**src/common/lane_cfg_pkg.sv**
```systemverilog
// Sizes and address types of the single-bank lane.
// The VRF address is the register index on top of the element index,
// so MaxVl and NrVRegs must stay powers of two.

package lane_cfg_pkg;

  ////////////////////////////////////////////////////////////////////////////
  // Sizes
  ////////////////////////////////////////////////////////////////////////////

  localparam int unsigned ElemWidth = 32;
  localparam int unsigned NrVRegs   = 8;
  localparam int unsigned MaxVl     = 8;
  localparam int unsigned VrfDepth  = NrVRegs * MaxVl;
  localparam int unsigned IdWidth   = 4;

  ////////////////////////////////////////////////////////////////////////////
  // Types
  ////////////////////////////////////////////////////////////////////////////

  typedef logic [ElemWidth-1:0] elem_t;

  // Register index
  typedef logic [$clog2(NrVRegs)-1:0] vreg_t;

  // Element index inside one register
  typedef logic [$clog2(MaxVl)-1:0] eidx_t;

  // Vector length, 0 up to MaxVl inclusive
  typedef logic [$clog2(MaxVl+1)-1:0] vl_t;

  // Word address, {vreg_t, eidx_t}
  typedef logic [$clog2(VrfDepth)-1:0] vaddr_t;

  typedef logic [IdWidth-1:0] vid_t;

endpackage

```
**src/common/lane_isa_pkg.sv**
```systemverilog
// Instruction set of the lane and the structs that cross stage boundaries.
// Only integer element-wise ops and a whole-register store exist.

package lane_isa_pkg;

  // Opcodes
  typedef enum logic [2:0] {
    VADD   = 3'd0,
    VSUB   = 3'd1,
    VAND   = 3'd2,
    VOR    = 3'd3,
    VXOR   = 3'd4,
    VSTORE = 3'd5
  } lane_op_e;

  // One instruction as issued to the lane
  // VSTORE streams out register vd, the arithmetic ops write vd
  typedef struct packed {
    lane_op_e            op;
    lane_cfg_pkg::vreg_t vd;
    lane_cfg_pkg::vreg_t vs1;
    lane_cfg_pkg::vreg_t vs2;
    lane_cfg_pkg::vl_t   vl;
    lane_cfg_pkg::vid_t  id;
  } lane_insn_t;

  // VRF write request, from the load port or the ALU
  typedef struct packed {
    lane_cfg_pkg::vaddr_t addr;
    lane_cfg_pkg::elem_t  wdata;
  } vrf_wreq_t;

  // Operand pair for the ALU
  typedef struct packed {
    lane_op_e             op;
    lane_cfg_pkg::elem_t  vs1_op;
    lane_cfg_pkg::elem_t  vs2_op;
    lane_cfg_pkg::vaddr_t addr;
  } alu_req_t;

endpackage

```
**src/design/lane_alu.sv**
```systemverilog
// Element-wise integer ALU, one registered stage.
// Arithmetic wraps; VSUB computes vs2 minus vs1.

module lane_alu (
  input  logic                    clk_i,
  input  logic                    rst_ni,
  input  lane_isa_pkg::alu_req_t  req_i,
  input  logic                    valid_i,
  output lane_isa_pkg::vrf_wreq_t res_o,
  output logic                    res_valid_o
);

  lane_cfg_pkg::elem_t     result;
  lane_isa_pkg::vrf_wreq_t res_q;
  logic                    res_valid_q;

  ////////////////////////////////////////////////////////////////////////////
  // Datapath
  ////////////////////////////////////////////////////////////////////////////

  always_comb begin
    case (req_i.op)
      lane_isa_pkg::VADD: result = req_i.vs2_op + req_i.vs1_op;
      lane_isa_pkg::VSUB: result = req_i.vs2_op - req_i.vs1_op;
      lane_isa_pkg::VAND: result = req_i.vs2_op & req_i.vs1_op;
      lane_isa_pkg::VOR:  result = req_i.vs2_op | req_i.vs1_op;
      lane_isa_pkg::VXOR: result = req_i.vs2_op ^ req_i.vs1_op;
      // Stores never reach the ALU
      default:            result = req_i.vs2_op;
    endcase
  end

  always_ff @(posedge clk_i or negedge rst_ni) begin
    if (!rst_ni) begin
      res_valid_q <= 1'b0;
    end else begin
      res_valid_q <= valid_i;
    end
  end

  // Result travels with its destination word
  always_ff @(posedge clk_i) begin
    if (valid_i) begin
      res_q.addr  <= req_i.addr;
      res_q.wdata <= result;
    end
  end

  assign res_o       = res_q;
  assign res_valid_o = res_valid_q;

endmodule

```
**src/lane/vector_regfile.sv**
```systemverilog
// Single-bank VRF, one read and one write per cycle.
// Read data is registered and holds while no read is enabled;
// a same-cycle read of a word being written returns the old value.

module vector_regfile (
  input  logic                    clk_i,
  input  logic                    rst_ni,
  // Read port
  input  logic                    rd_en_i,
  input  lane_cfg_pkg::vaddr_t    rd_addr_i,
  output lane_cfg_pkg::elem_t     rd_data_o,
  // Write port
  input  logic                    wr_en_i,
  input  lane_isa_pkg::vrf_wreq_t wr_i
);

  lane_cfg_pkg::elem_t mem_q [lane_cfg_pkg::VrfDepth];
  lane_cfg_pkg::elem_t rd_data_q;

  always_ff @(posedge clk_i) begin
    if (wr_en_i) begin
      mem_q[wr_i.addr] <= wr_i.wdata;
    end
  end

  // The store path relies on this register holding under stall
  always_ff @(posedge clk_i or negedge rst_ni) begin
    if (!rst_ni) begin
      rd_data_q <= '0;
    end else if (rd_en_i) begin
      rd_data_q <= mem_q[rd_addr_i];
    end
  end

  assign rd_data_o = rd_data_q;

endmodule

```
**src/lane/lane_sequencer.sv**
```systemverilog
// Accepts one instruction at a time and holds it until the requester finishes.
// Ready reopens the cycle after the done pulse.

module lane_sequencer (
  input  logic                     clk_i,
  input  logic                     rst_ni,
  // Instruction port
  input  lane_isa_pkg::lane_insn_t insn_i,
  input  logic                     insn_valid_i,
  output logic                     insn_ready_o,
  // Requester command
  output lane_isa_pkg::lane_insn_t cmd_o,
  output logic                     cmd_start_o,
  input  logic                     cmd_finish_i,
  // Completion
  output logic                     done_o,
  output lane_cfg_pkg::vid_t       done_id_o
);

  typedef enum logic [1:0] {
    IDLE,
    RUN,
    DONE
  } seq_state_e;

  seq_state_e               state_q, state_d;
  lane_isa_pkg::lane_insn_t cmd_q;
  logic                     start_q;
  logic                     accept;

  assign insn_ready_o = (state_q == IDLE);
  assign accept       = insn_valid_i & insn_ready_o;

  ////////////////////////////////////////////////////////////////////////////
  // Next state
  ////////////////////////////////////////////////////////////////////////////

  always_comb begin
    state_d = state_q;
    case (state_q)
      IDLE: begin
        if (accept) begin
          state_d = RUN;
        end
      end
      RUN: begin
        if (cmd_finish_i) begin
          state_d = DONE;
        end
      end
      DONE: state_d = IDLE;
      default: state_d = IDLE;
    endcase
  end

  always_ff @(posedge clk_i or negedge rst_ni) begin
    if (!rst_ni) begin
      state_q <= IDLE;
      start_q <= 1'b0;
    end else begin
      state_q <= state_d;
      // Start fires the cycle after acceptance
      start_q <= accept;
    end
  end

  // Held for the whole run
  always_ff @(posedge clk_i) begin
    if (accept) begin
      cmd_q <= insn_i;
    end
  end

  assign cmd_o       = cmd_q;
  assign cmd_start_o = start_q;
  assign done_o      = (state_q == DONE);
  assign done_id_o   = cmd_q.id;

endmodule

```
**src/lane/operand_requester.sv**
```systemverilog
// Issues VRF reads for the running instruction and arbitrates the write port.
// Arithmetic reads vs2 then vs1 per element; VSTORE reads vd once per element.
// ALU results win the write port over the load port.

module operand_requester (
  input  logic                     clk_i,
  input  logic                     rst_ni,
  // Sequencer
  input  lane_isa_pkg::lane_insn_t cmd_i,
  input  logic                     cmd_start_i,
  output logic                     cmd_finish_o,
  // VRF
  output lane_cfg_pkg::vaddr_t     rd_addr_o,
  output logic                     rd_en_o,
  input  lane_cfg_pkg::elem_t      rd_data_i,
  output logic                     wr_en_o,
  output lane_isa_pkg::vrf_wreq_t  wr_o,
  // ALU
  output lane_isa_pkg::alu_req_t   alu_req_o,
  output logic                     alu_valid_o,
  input  lane_isa_pkg::vrf_wreq_t  alu_res_i,
  input  logic                     alu_res_valid_i,
  // Load port
  input  logic                     ldu_req_i,
  input  lane_isa_pkg::vrf_wreq_t  ldu_wreq_i,
  output logic                     ldu_gnt_o,
  // Store stream
  output lane_cfg_pkg::elem_t      stu_operand_o,
  output logic                     stu_valid_o,
  input  logic                     stu_ready_i
);

  logic                busy_q;
  logic                active;
  logic                is_store;
  logic                stall;
  logic                stu_load;
  logic                elem_done;
  // Issue side: next element and operand phase, 0 is vs2 and 1 is vs1
  lane_cfg_pkg::vl_t   idx_q;
  logic                phase_q;
  // Return side: what the VRF output currently holds
  logic                ret_vld_q;
  logic                ret_phase_q;
  lane_cfg_pkg::eidx_t ret_idx_q;
  lane_cfg_pkg::vl_t   done_cnt_q;
  lane_cfg_pkg::elem_t vs2_q;
  lane_cfg_pkg::elem_t stu_q;
  logic                stu_valid_q;

  assign is_store = (cmd_i.op == lane_isa_pkg::VSTORE);
  assign active   = cmd_start_i | busy_q;
  // Only the store output can hold up the pipe
  assign stall    = stu_valid_q & ~stu_ready_i;
  assign rd_en_o  = active & (idx_q < cmd_i.vl) & ~stall;

  always_comb begin
    if (is_store) begin
      rd_addr_o = {cmd_i.vd, lane_cfg_pkg::eidx_t'(idx_q)};
    end else if (phase_q) begin
      rd_addr_o = {cmd_i.vs1, lane_cfg_pkg::eidx_t'(idx_q)};
    end else begin
      rd_addr_o = {cmd_i.vs2, lane_cfg_pkg::eidx_t'(idx_q)};
    end
  end

  // Pair vs1 from the VRF output with the vs2 captured a cycle earlier
  assign alu_valid_o      = ret_vld_q & ret_phase_q & ~is_store;
  assign alu_req_o.op     = cmd_i.op;
  assign alu_req_o.vs1_op = rd_data_i;
  assign alu_req_o.vs2_op = vs2_q;
  assign alu_req_o.addr   = {cmd_i.vd, ret_idx_q};

  ////////////////////////////////////////////////////////////////////////////
  // Write port and completion
  ////////////////////////////////////////////////////////////////////////////

  assign ldu_gnt_o = ldu_req_i & ~alu_res_valid_i;
  assign wr_en_o   = alu_res_valid_i | ldu_req_i;
  assign wr_o      = alu_res_valid_i ? alu_res_i : ldu_wreq_i;

  assign stu_load  = ret_vld_q & is_store & ~stall;
  assign elem_done = busy_q & (is_store ? (stu_valid_q & stu_ready_i) : alu_res_valid_i);

  // A zero-length instruction finishes on its start pulse
  assign cmd_finish_o = (cmd_start_i & (cmd_i.vl == '0)) |
                        (elem_done & (lane_cfg_pkg::vl_t'(done_cnt_q + 1'b1) == cmd_i.vl));

  always_ff @(posedge clk_i or negedge rst_ni) begin
    if (!rst_ni) begin
      busy_q      <= 1'b0;
      idx_q       <= '0;
      phase_q     <= 1'b0;
      ret_vld_q   <= 1'b0;
      ret_phase_q <= 1'b0;
      ret_idx_q   <= '0;
      done_cnt_q  <= '0;
      stu_valid_q <= 1'b0;
    end else begin
      if (cmd_finish_o) begin
        busy_q     <= 1'b0;
        idx_q      <= '0;
        phase_q    <= 1'b0;
        done_cnt_q <= '0;
      end else begin
        if (cmd_start_i) begin
          busy_q <= 1'b1;
        end
        if (rd_en_o) begin
          if (is_store || phase_q) begin
            idx_q   <= idx_q + 1'b1;
            phase_q <= 1'b0;
          end else begin
            phase_q <= 1'b1;
          end
        end
        if (elem_done) begin
          done_cnt_q <= done_cnt_q + 1'b1;
        end
      end
      // The VRF output holds while stalled, so its tags hold too
      if (!stall) begin
        ret_vld_q   <= rd_en_o;
        ret_phase_q <= phase_q;
        ret_idx_q   <= lane_cfg_pkg::eidx_t'(idx_q);
      end
      if (stu_load) begin
        stu_valid_q <= 1'b1;
      end else if (stu_ready_i) begin
        stu_valid_q <= 1'b0;
      end
    end
  end

  always_ff @(posedge clk_i) begin
    if (ret_vld_q && !ret_phase_q) begin
      vs2_q <= rd_data_i;
    end
    if (stu_load) begin
      stu_q <= rd_data_i;
    end
  end

  assign stu_operand_o = stu_q;
  assign stu_valid_o   = stu_valid_q;

endmodule

```
**src/lane/lane.sv**
```systemverilog
// Vector lane top: sequencer, operand requester, VRF and ALU.
// One instruction runs at a time; only the store port has back-pressure.

module lane (
  input  logic                    clk_i,
  input  logic                    rst_ni,
  // Instruction port
  input  lane_isa_pkg::lane_insn_t insn_i,
  input  logic                    insn_valid_i,
  output logic                    insn_ready_o,
  // Load write port
  input  logic                    ldu_req_i,
  input  lane_isa_pkg::vrf_wreq_t ldu_wreq_i,
  output logic                    ldu_gnt_o,
  // Store stream
  output lane_cfg_pkg::elem_t     stu_operand_o,
  output logic                    stu_valid_o,
  input  logic                    stu_ready_i,
  // Completion
  output logic                    done_o,
  output lane_cfg_pkg::vid_t      done_id_o
);

  // Sequencer to requester
  lane_isa_pkg::lane_insn_t cmd;
  logic                     cmd_start;
  logic                     cmd_finish;

  // Requester to VRF
  lane_cfg_pkg::vaddr_t    rd_addr;
  logic                    rd_en;
  lane_cfg_pkg::elem_t     rd_data;
  logic                    wr_en;
  lane_isa_pkg::vrf_wreq_t wr;

  // Requester to ALU and back
  lane_isa_pkg::alu_req_t  alu_req;
  logic                    alu_valid;
  lane_isa_pkg::vrf_wreq_t alu_res;
  logic                    alu_res_valid;

  lane_sequencer u_sequencer (
    .clk_i        (clk_i),
    .rst_ni       (rst_ni),
    .insn_i       (insn_i),
    .insn_valid_i (insn_valid_i),
    .insn_ready_o (insn_ready_o),
    .cmd_o        (cmd),
    .cmd_start_o  (cmd_start),
    .cmd_finish_i (cmd_finish),
    .done_o       (done_o),
    .done_id_o    (done_id_o)
  );

  operand_requester u_requester (
    .clk_i           (clk_i),
    .rst_ni          (rst_ni),
    .cmd_i           (cmd),
    .cmd_start_i     (cmd_start),
    .cmd_finish_o    (cmd_finish),
    .rd_addr_o       (rd_addr),
    .rd_en_o         (rd_en),
    .rd_data_i       (rd_data),
    .wr_en_o         (wr_en),
    .wr_o            (wr),
    .alu_req_o       (alu_req),
    .alu_valid_o     (alu_valid),
    .alu_res_i       (alu_res),
    .alu_res_valid_i (alu_res_valid),
    .ldu_req_i       (ldu_req_i),
    .ldu_wreq_i      (ldu_wreq_i),
    .ldu_gnt_o       (ldu_gnt_o),
    .stu_operand_o   (stu_operand_o),
    .stu_valid_o     (stu_valid_o),
    .stu_ready_i     (stu_ready_i)
  );

  vector_regfile u_vrf (
    .clk_i     (clk_i),
    .rst_ni    (rst_ni),
    .rd_en_i   (rd_en),
    .rd_addr_i (rd_addr),
    .rd_data_o (rd_data),
    .wr_en_i   (wr_en),
    .wr_i      (wr)
  );

  lane_alu u_alu (
    .clk_i       (clk_i),
    .rst_ni      (rst_ni),
    .req_i       (alu_req),
    .valid_i     (alu_valid),
    .res_o       (alu_res),
    .res_valid_o (alu_res_valid)
  );

endmodule

```
**config.mk**
```make
export PLATFORM = sky130hd
export DESIGN_NAME = lane
export DESIGN_NICKNAME = d
export VERILOG_FILES = /design/src/common/lane_cfg_pkg.sv /design/src/common/lane_isa_pkg.sv /design/src/design/lane_alu.sv /design/src/lane/vector_regfile.sv /design/src/lane/lane_sequencer.sv /design/src/lane/operand_requester.sv /design/src/lane/lane.sv
export SDC_FILE = /design/constraint.sdc
export NUM_CORES = 2
export LEC_CHECK = 0
export BUFFER_PORTS_ARGS = -buffer_cell sky130_fd_sc_hd__buf_2
export CORE_MARGIN = 2
export CORE_UTILIZATION = 25
export DETAILED_ROUTE_END_ITERATION = 8
export MAX_ROUTING_LAYER = met4
export PLACE_DENSITY_LB_ADDON = 0.15
export SLEW_MARGIN = 20
export SYNTH_ARGS = -nofsm -noshare
export SYNTH_HDL_FRONTEND = slang
export SYNTH_HIERARCHICAL = 1
export SYNTH_SLANG_ARGS = --single-unit
export TNS_END_PERCENT = 30
```
**constraint.sdc**
```tcl
create_clock -name clk_i -period 4.4 [get_ports clk_i]
set_clock_uncertainty 0.05 [all_clocks]
set_input_delay 0.44 -clock clk_i [delete_from_list [all_inputs] [get_ports clk_i]]
set_output_delay 0.44 -clock clk_i [all_outputs]
set_load 0.1 [all_outputs]
```
==> results.md <==
- finished clean — status
- flip-flop — capturing element type of the critical path
- sky130_fd_sc_hd__clkbuf_16 — master cell of the clock root buffer
- 605 µm — vertical die dimension
- 0.238 — worst max-slew margin expressed relative to the limit
- 43 — initial antenna violation count
- 840 ps — highest cell delay on the worst timing path
- 235 MHz — maximum operating frequency
- 0.00563 — fraction of synthesized cell area in xor and xnor cells
- 0.0700 W — PnR Total Power
- 0 — max capacitance violation total
- 0.0425 — fraction of the mapped netlist area in compound gates
- multiplexers — largest family of logic cells by synthesized area
- 29.3 µm — routed wirelength normalized by instance count
- in -> reg — class of the worst hold path
- 60 ps — clock-pin slew reported for the worst setup and hold paths after clock tree synthesis
- 0 — final routed DRC violation total
- 303 mm — Final Routed Wirelength
- 4 — number of buffers on the longest clock path
- 0 — Pins Over Slew Limit
- 102 ps — post-route worst hold slack
- 0.835 — placer's final routability congestion estimate
- 0 ps — post-route setup TNS
- 90300 µm² — synthesized area
- 98 — maximum net fanout on the critical path
- 4260 ps — Tmin final
- 0.722 — area share of the leading cell type in the synthesized netlist
- sky130_fd_sc_hd__edfxtp_1 — Top FF cell, synth
- 2222 — register bit count reported by yosys
- sky130_fd_sc_hd__edfxtp_1 72%, sky130_fd_sc_hd__mux4_2 8.8%, sky130_fd_sc_hd__mux2i_1 3.7% — cells taking the most area after synthesis
- 5090 ps — data required time of the critical path
- 0.270 — met2 track demand over resource in global routing
- 48139 — number of global-route vias before repair
- 102 — IO buf count
- 4883 — number of instances in the synthesized netlist
- stu_ready_i — startpoint of the worst hold path
- 359000 µm² — area of the core
- 0 — Final setup viols
- 6 — Yosys warning total
- 0.0223 — met3 GRT Util
- 1140 ps — slew at the pin closest to its max-slew limit
- 5048 — Post-Synthesis Net Count
- buf_12 -> buf_12 -> buf_4 -> mux4_2 -> mux2_2 -> a21oi_1 -> o221ai_1 -> buf_4 — cells along the critical path
- 5536 — net count of the finished layout
- 5 — first-pass iteration count of the detailed router
- u_requester/idx_q[2] — RR Startpoint
- 18.5 µm² — synthesized area per cell
- 4.66 — vias per cell
- 103 — number of primary I/O pins
- 48124 — vias post-DR
- 34.9 nW — leakage power figure
- 2170 — number of enable-type register cells in the synthesized netlist
- met2 — most used routing layer in global routing
- 5282 — Initial DRC Count
- 0.0142 — synthesized-area fraction occupied by adder cells
- 0 — Antenna Nets Post-Route
- 413 mm — first-pass GRT wire length
- 860 ps — Skew-Pair Late Insertion Delay
- 35148 — number of fill cells in the layout
- 0.449 mV — VDD IR max
- flip-flop — sort of element at the start of the critical path
- reg -> reg — critical path class
- 0.0376 — simple-gate share of the synthesized area
- 605 µm — Die W
- no — RSZ-0062 raised after global routing
- 81 — number of unique standard cell types used by synthesis
- built — clock tree from TritonCTS
- 186 mm — DPL Wire Length
- 5 — H-tree depth
- 0.168 — overall global routing resource usage
- 0.969 — Tcrit/Tclk final
- 220 — cell row count
- 2222 — Sinks on Clock Net
- sky130_fd_sc_hd__edfxtp_1 — most area-hungry cell type in the Yosys netlist
- 4950 ps — signal arrival time at the worst endpoint
- 0 — number of failing hold endpoints at the final stage
- 0.142 — mux cell area share after synthesis
- 267 — number of buffers created by CTS
- 0 — Congestion Overflow GR
- u_requester/idx_q[2] — Crit. Startpoint
- 0.225 — GRT met1 Usage
- 0.251 — effective utilization at floorplan
- 0.736 — part of the Yosys area used for sequential elements
- 366000 µm² — die area
- sky130_fd_sc_hd__a21oi_1 — slowest stage cell, crit path
- 116 — pin count of the biggest net entering global routing
- 649 nW/µm² — power density normalized to cell area
- 0 — number of post-CTS setup repair buffers
- 0.263 — share of final-layout standard cells stronger than drive strength 1
- 0.0234 — async set or reset register ratio after synthesis
- 19.6% — layout-stage area growth over the synthesis result
==> metrics by stage <==
stage,utilization,cells,area [µm²],worst slack (ps)
3_5_place_dp,0.278,9852,99800,136
5_1_grt,0.301,10324,108000,23.4
4_1_cts,0.300,10321,108000,50.4
2_1_floorplan,-,4883,90300,162
6_report,0.301,10336,108000,138
3_3_place_gp,0.278,9852,99800,133
==> layout by cell type (no fill, tap or decap), types with 75 or more instances in the layout <==
cell and n:
sky130_fd_sc_hd__o22ai_1 121, sky130_fd_sc_hd__nor2_1 253, sky130_fd_sc_hd__nand2_1 103, sky130_fd_sc_hd__mux2_2 131, sky130_fd_sc_hd__clkbuf_16 274, sky130_fd_sc_hd__buf_12 75, sky130_fd_sc_hd__ha_1 101, sky130_fd_sc_hd__a21oi_1 178
sky130_fd_sc_hd__mux2i_1 331, sky130_fd_sc_hd__buf_2 101, sky130_fd_sc_hd__edfxtp_1 2170, sky130_fd_sc_hd__inv_1 76, sky130_fd_sc_hd__buf_4 334, sky130_fd_sc_hd__mux4_2 353, sky130_fd_sc_hd__nor2b_1 104
==> what timing repair did <==
| item | 4_1_cts | 5_1_grt |
|---|---|---|
| hold buffers | 23 | 0 |
| hold endpoints to repair | 62 | 0 |
| setup endpoints to repair | 0 | 4 |
| resized for setup | 0 | 5 |
==> report_power, final <==
part,internal (W),switching (W)
clock network,0.0117,0.00863
registers,0.0257,0.000661
logic,0.00854,0.0148
total,0.0460,0.0241
==> layer usage <==
layer	vias up	share of wire
met5	-	0
met4	0	0.023
met3	317	0.047
met2	1291	0.48
met1	25889	0.45
li1	20627	-
==> synthesized netlist by cell type, types with 13 or more instances <==
master / instances
sky130_fd_sc_hd__clkbuf_1: 122
sky130_fd_sc_hd__xor2_1: 14
sky130_fd_sc_hd__mux4_2: 353
sky130_fd_sc_hd__o21a_1: 34
sky130_fd_sc_hd__nor3_1: 13
sky130_fd_sc_hd__dfrtp_1: 52
sky130_fd_sc_hd__buf_6: 18
sky130_fd_sc_hd__o21ai_0: 54
sky130_fd_sc_hd__ha_1: 101
sky130_fd_sc_hd__buf_2: 85
sky130_fd_sc_hd__o22ai_1: 121
sky130_fd_sc_hd__o221ai_1: 33
sky130_fd_sc_hd__nor4_1: 63
sky130_fd_sc_hd__inv_1: 76
sky130_fd_sc_hd__o32ai_1: 31
sky130_fd_sc_hd__nor2b_1: 106
sky130_fd_sc_hd__edfxtp_1: 2170
sky130_fd_sc_hd__mux2i_1: 331
sky130_fd_sc_hd__nand2_1: 103
sky130_fd_sc_hd__xnor2_1: 44
sky130_fd_sc_hd__a21oi_1: 179
sky130_fd_sc_hd__a211oi_1: 66
sky130_fd_sc_hd__nand3_1: 14
sky130_fd_sc_hd__mux2_2: 137
sky130_fd_sc_hd__nor2_1: 317
sky130_fd_sc_hd__buf_4: 62
sky130_fd_sc_hd__buf_1: 26
==> state kept, by name, summed over array words and instances, names as in the netlist <==
signal / cells
u_requester/phase_q: 1
u_requester/busy_q: 1
u_sequencer/cmd_o: 16
u_requester/done_cnt_q: 4
u_requester/stu_operand_o: 32
u_requester/idx_q: 4
u_sequencer/done_id_o: 4
u_sequencer/state_q: 2
u_requester/stu_valid_o: 1
u_requester/ret_idx_q: 3
u_vrf/mem_q: 2048
u_requester/vs2_q: 32
u_alu/res_valid_o: 1
u_requester/ret_vld_q: 1
u_sequencer/cmd_start_o: 1
u_alu/res_o: 38
u_requester/ret_phase_q: 1
u_vrf/rd_data_o: 32
==> cells by family after synthesis <==
kind of cell | Yosys count
adders and majority gates | 102
and+or+nand+nor | 697
xor gates and xnor gates | 58
AOI/OAI and AO/OA | 591
buffers and inverters | 390
DFF | 2222
muxes | 823
==> area by class of cell <==
type | count | area, µm² | share of cell area
Antenna cell | 15 | 37.5 | 0.000348
Clock buffer | 349 | 7190 | 0.0666
Clock inverter | 97 | 674 | 0.00625
Inverter | 76 | 285 | 0.00264
Multi-Input combinational cell | 2271 | 22600 | 0.209
Sequential cell | 2222 | 66500 | 0.616
Tap cell | 4773 | 5970 | 0.0553
Timing Repair Buffer | 533 | 4740 | 0.0439
==> critical path: cells and delay by family, from the launching register on <==
kind	cells	cell delay [ps]
mux	2	690
compound gates	2	1230
buf+inv	4	1530
flops	1	430
==> final timing paths <==
check | end | slack (ps) | cells past startpoint
setup reg to reg | u_vrf/rd_data_o[10] | 140 | 8
hold reg to reg | u_alu/res_o[32] | 390 | 0
setup / recovery | u_vrf/rd_data_o[10] | 140 | 8
hold / removal | u_requester/ret_vld_q | 100 | 5
min in group asynchronous | u_requester/ret_idx_q[2] | 110 | 2
max in group asynchronous | u_vrf/rd_data_o[19] | 3470 | 3
Note: power is estimated with default switching activity, not from simulation.
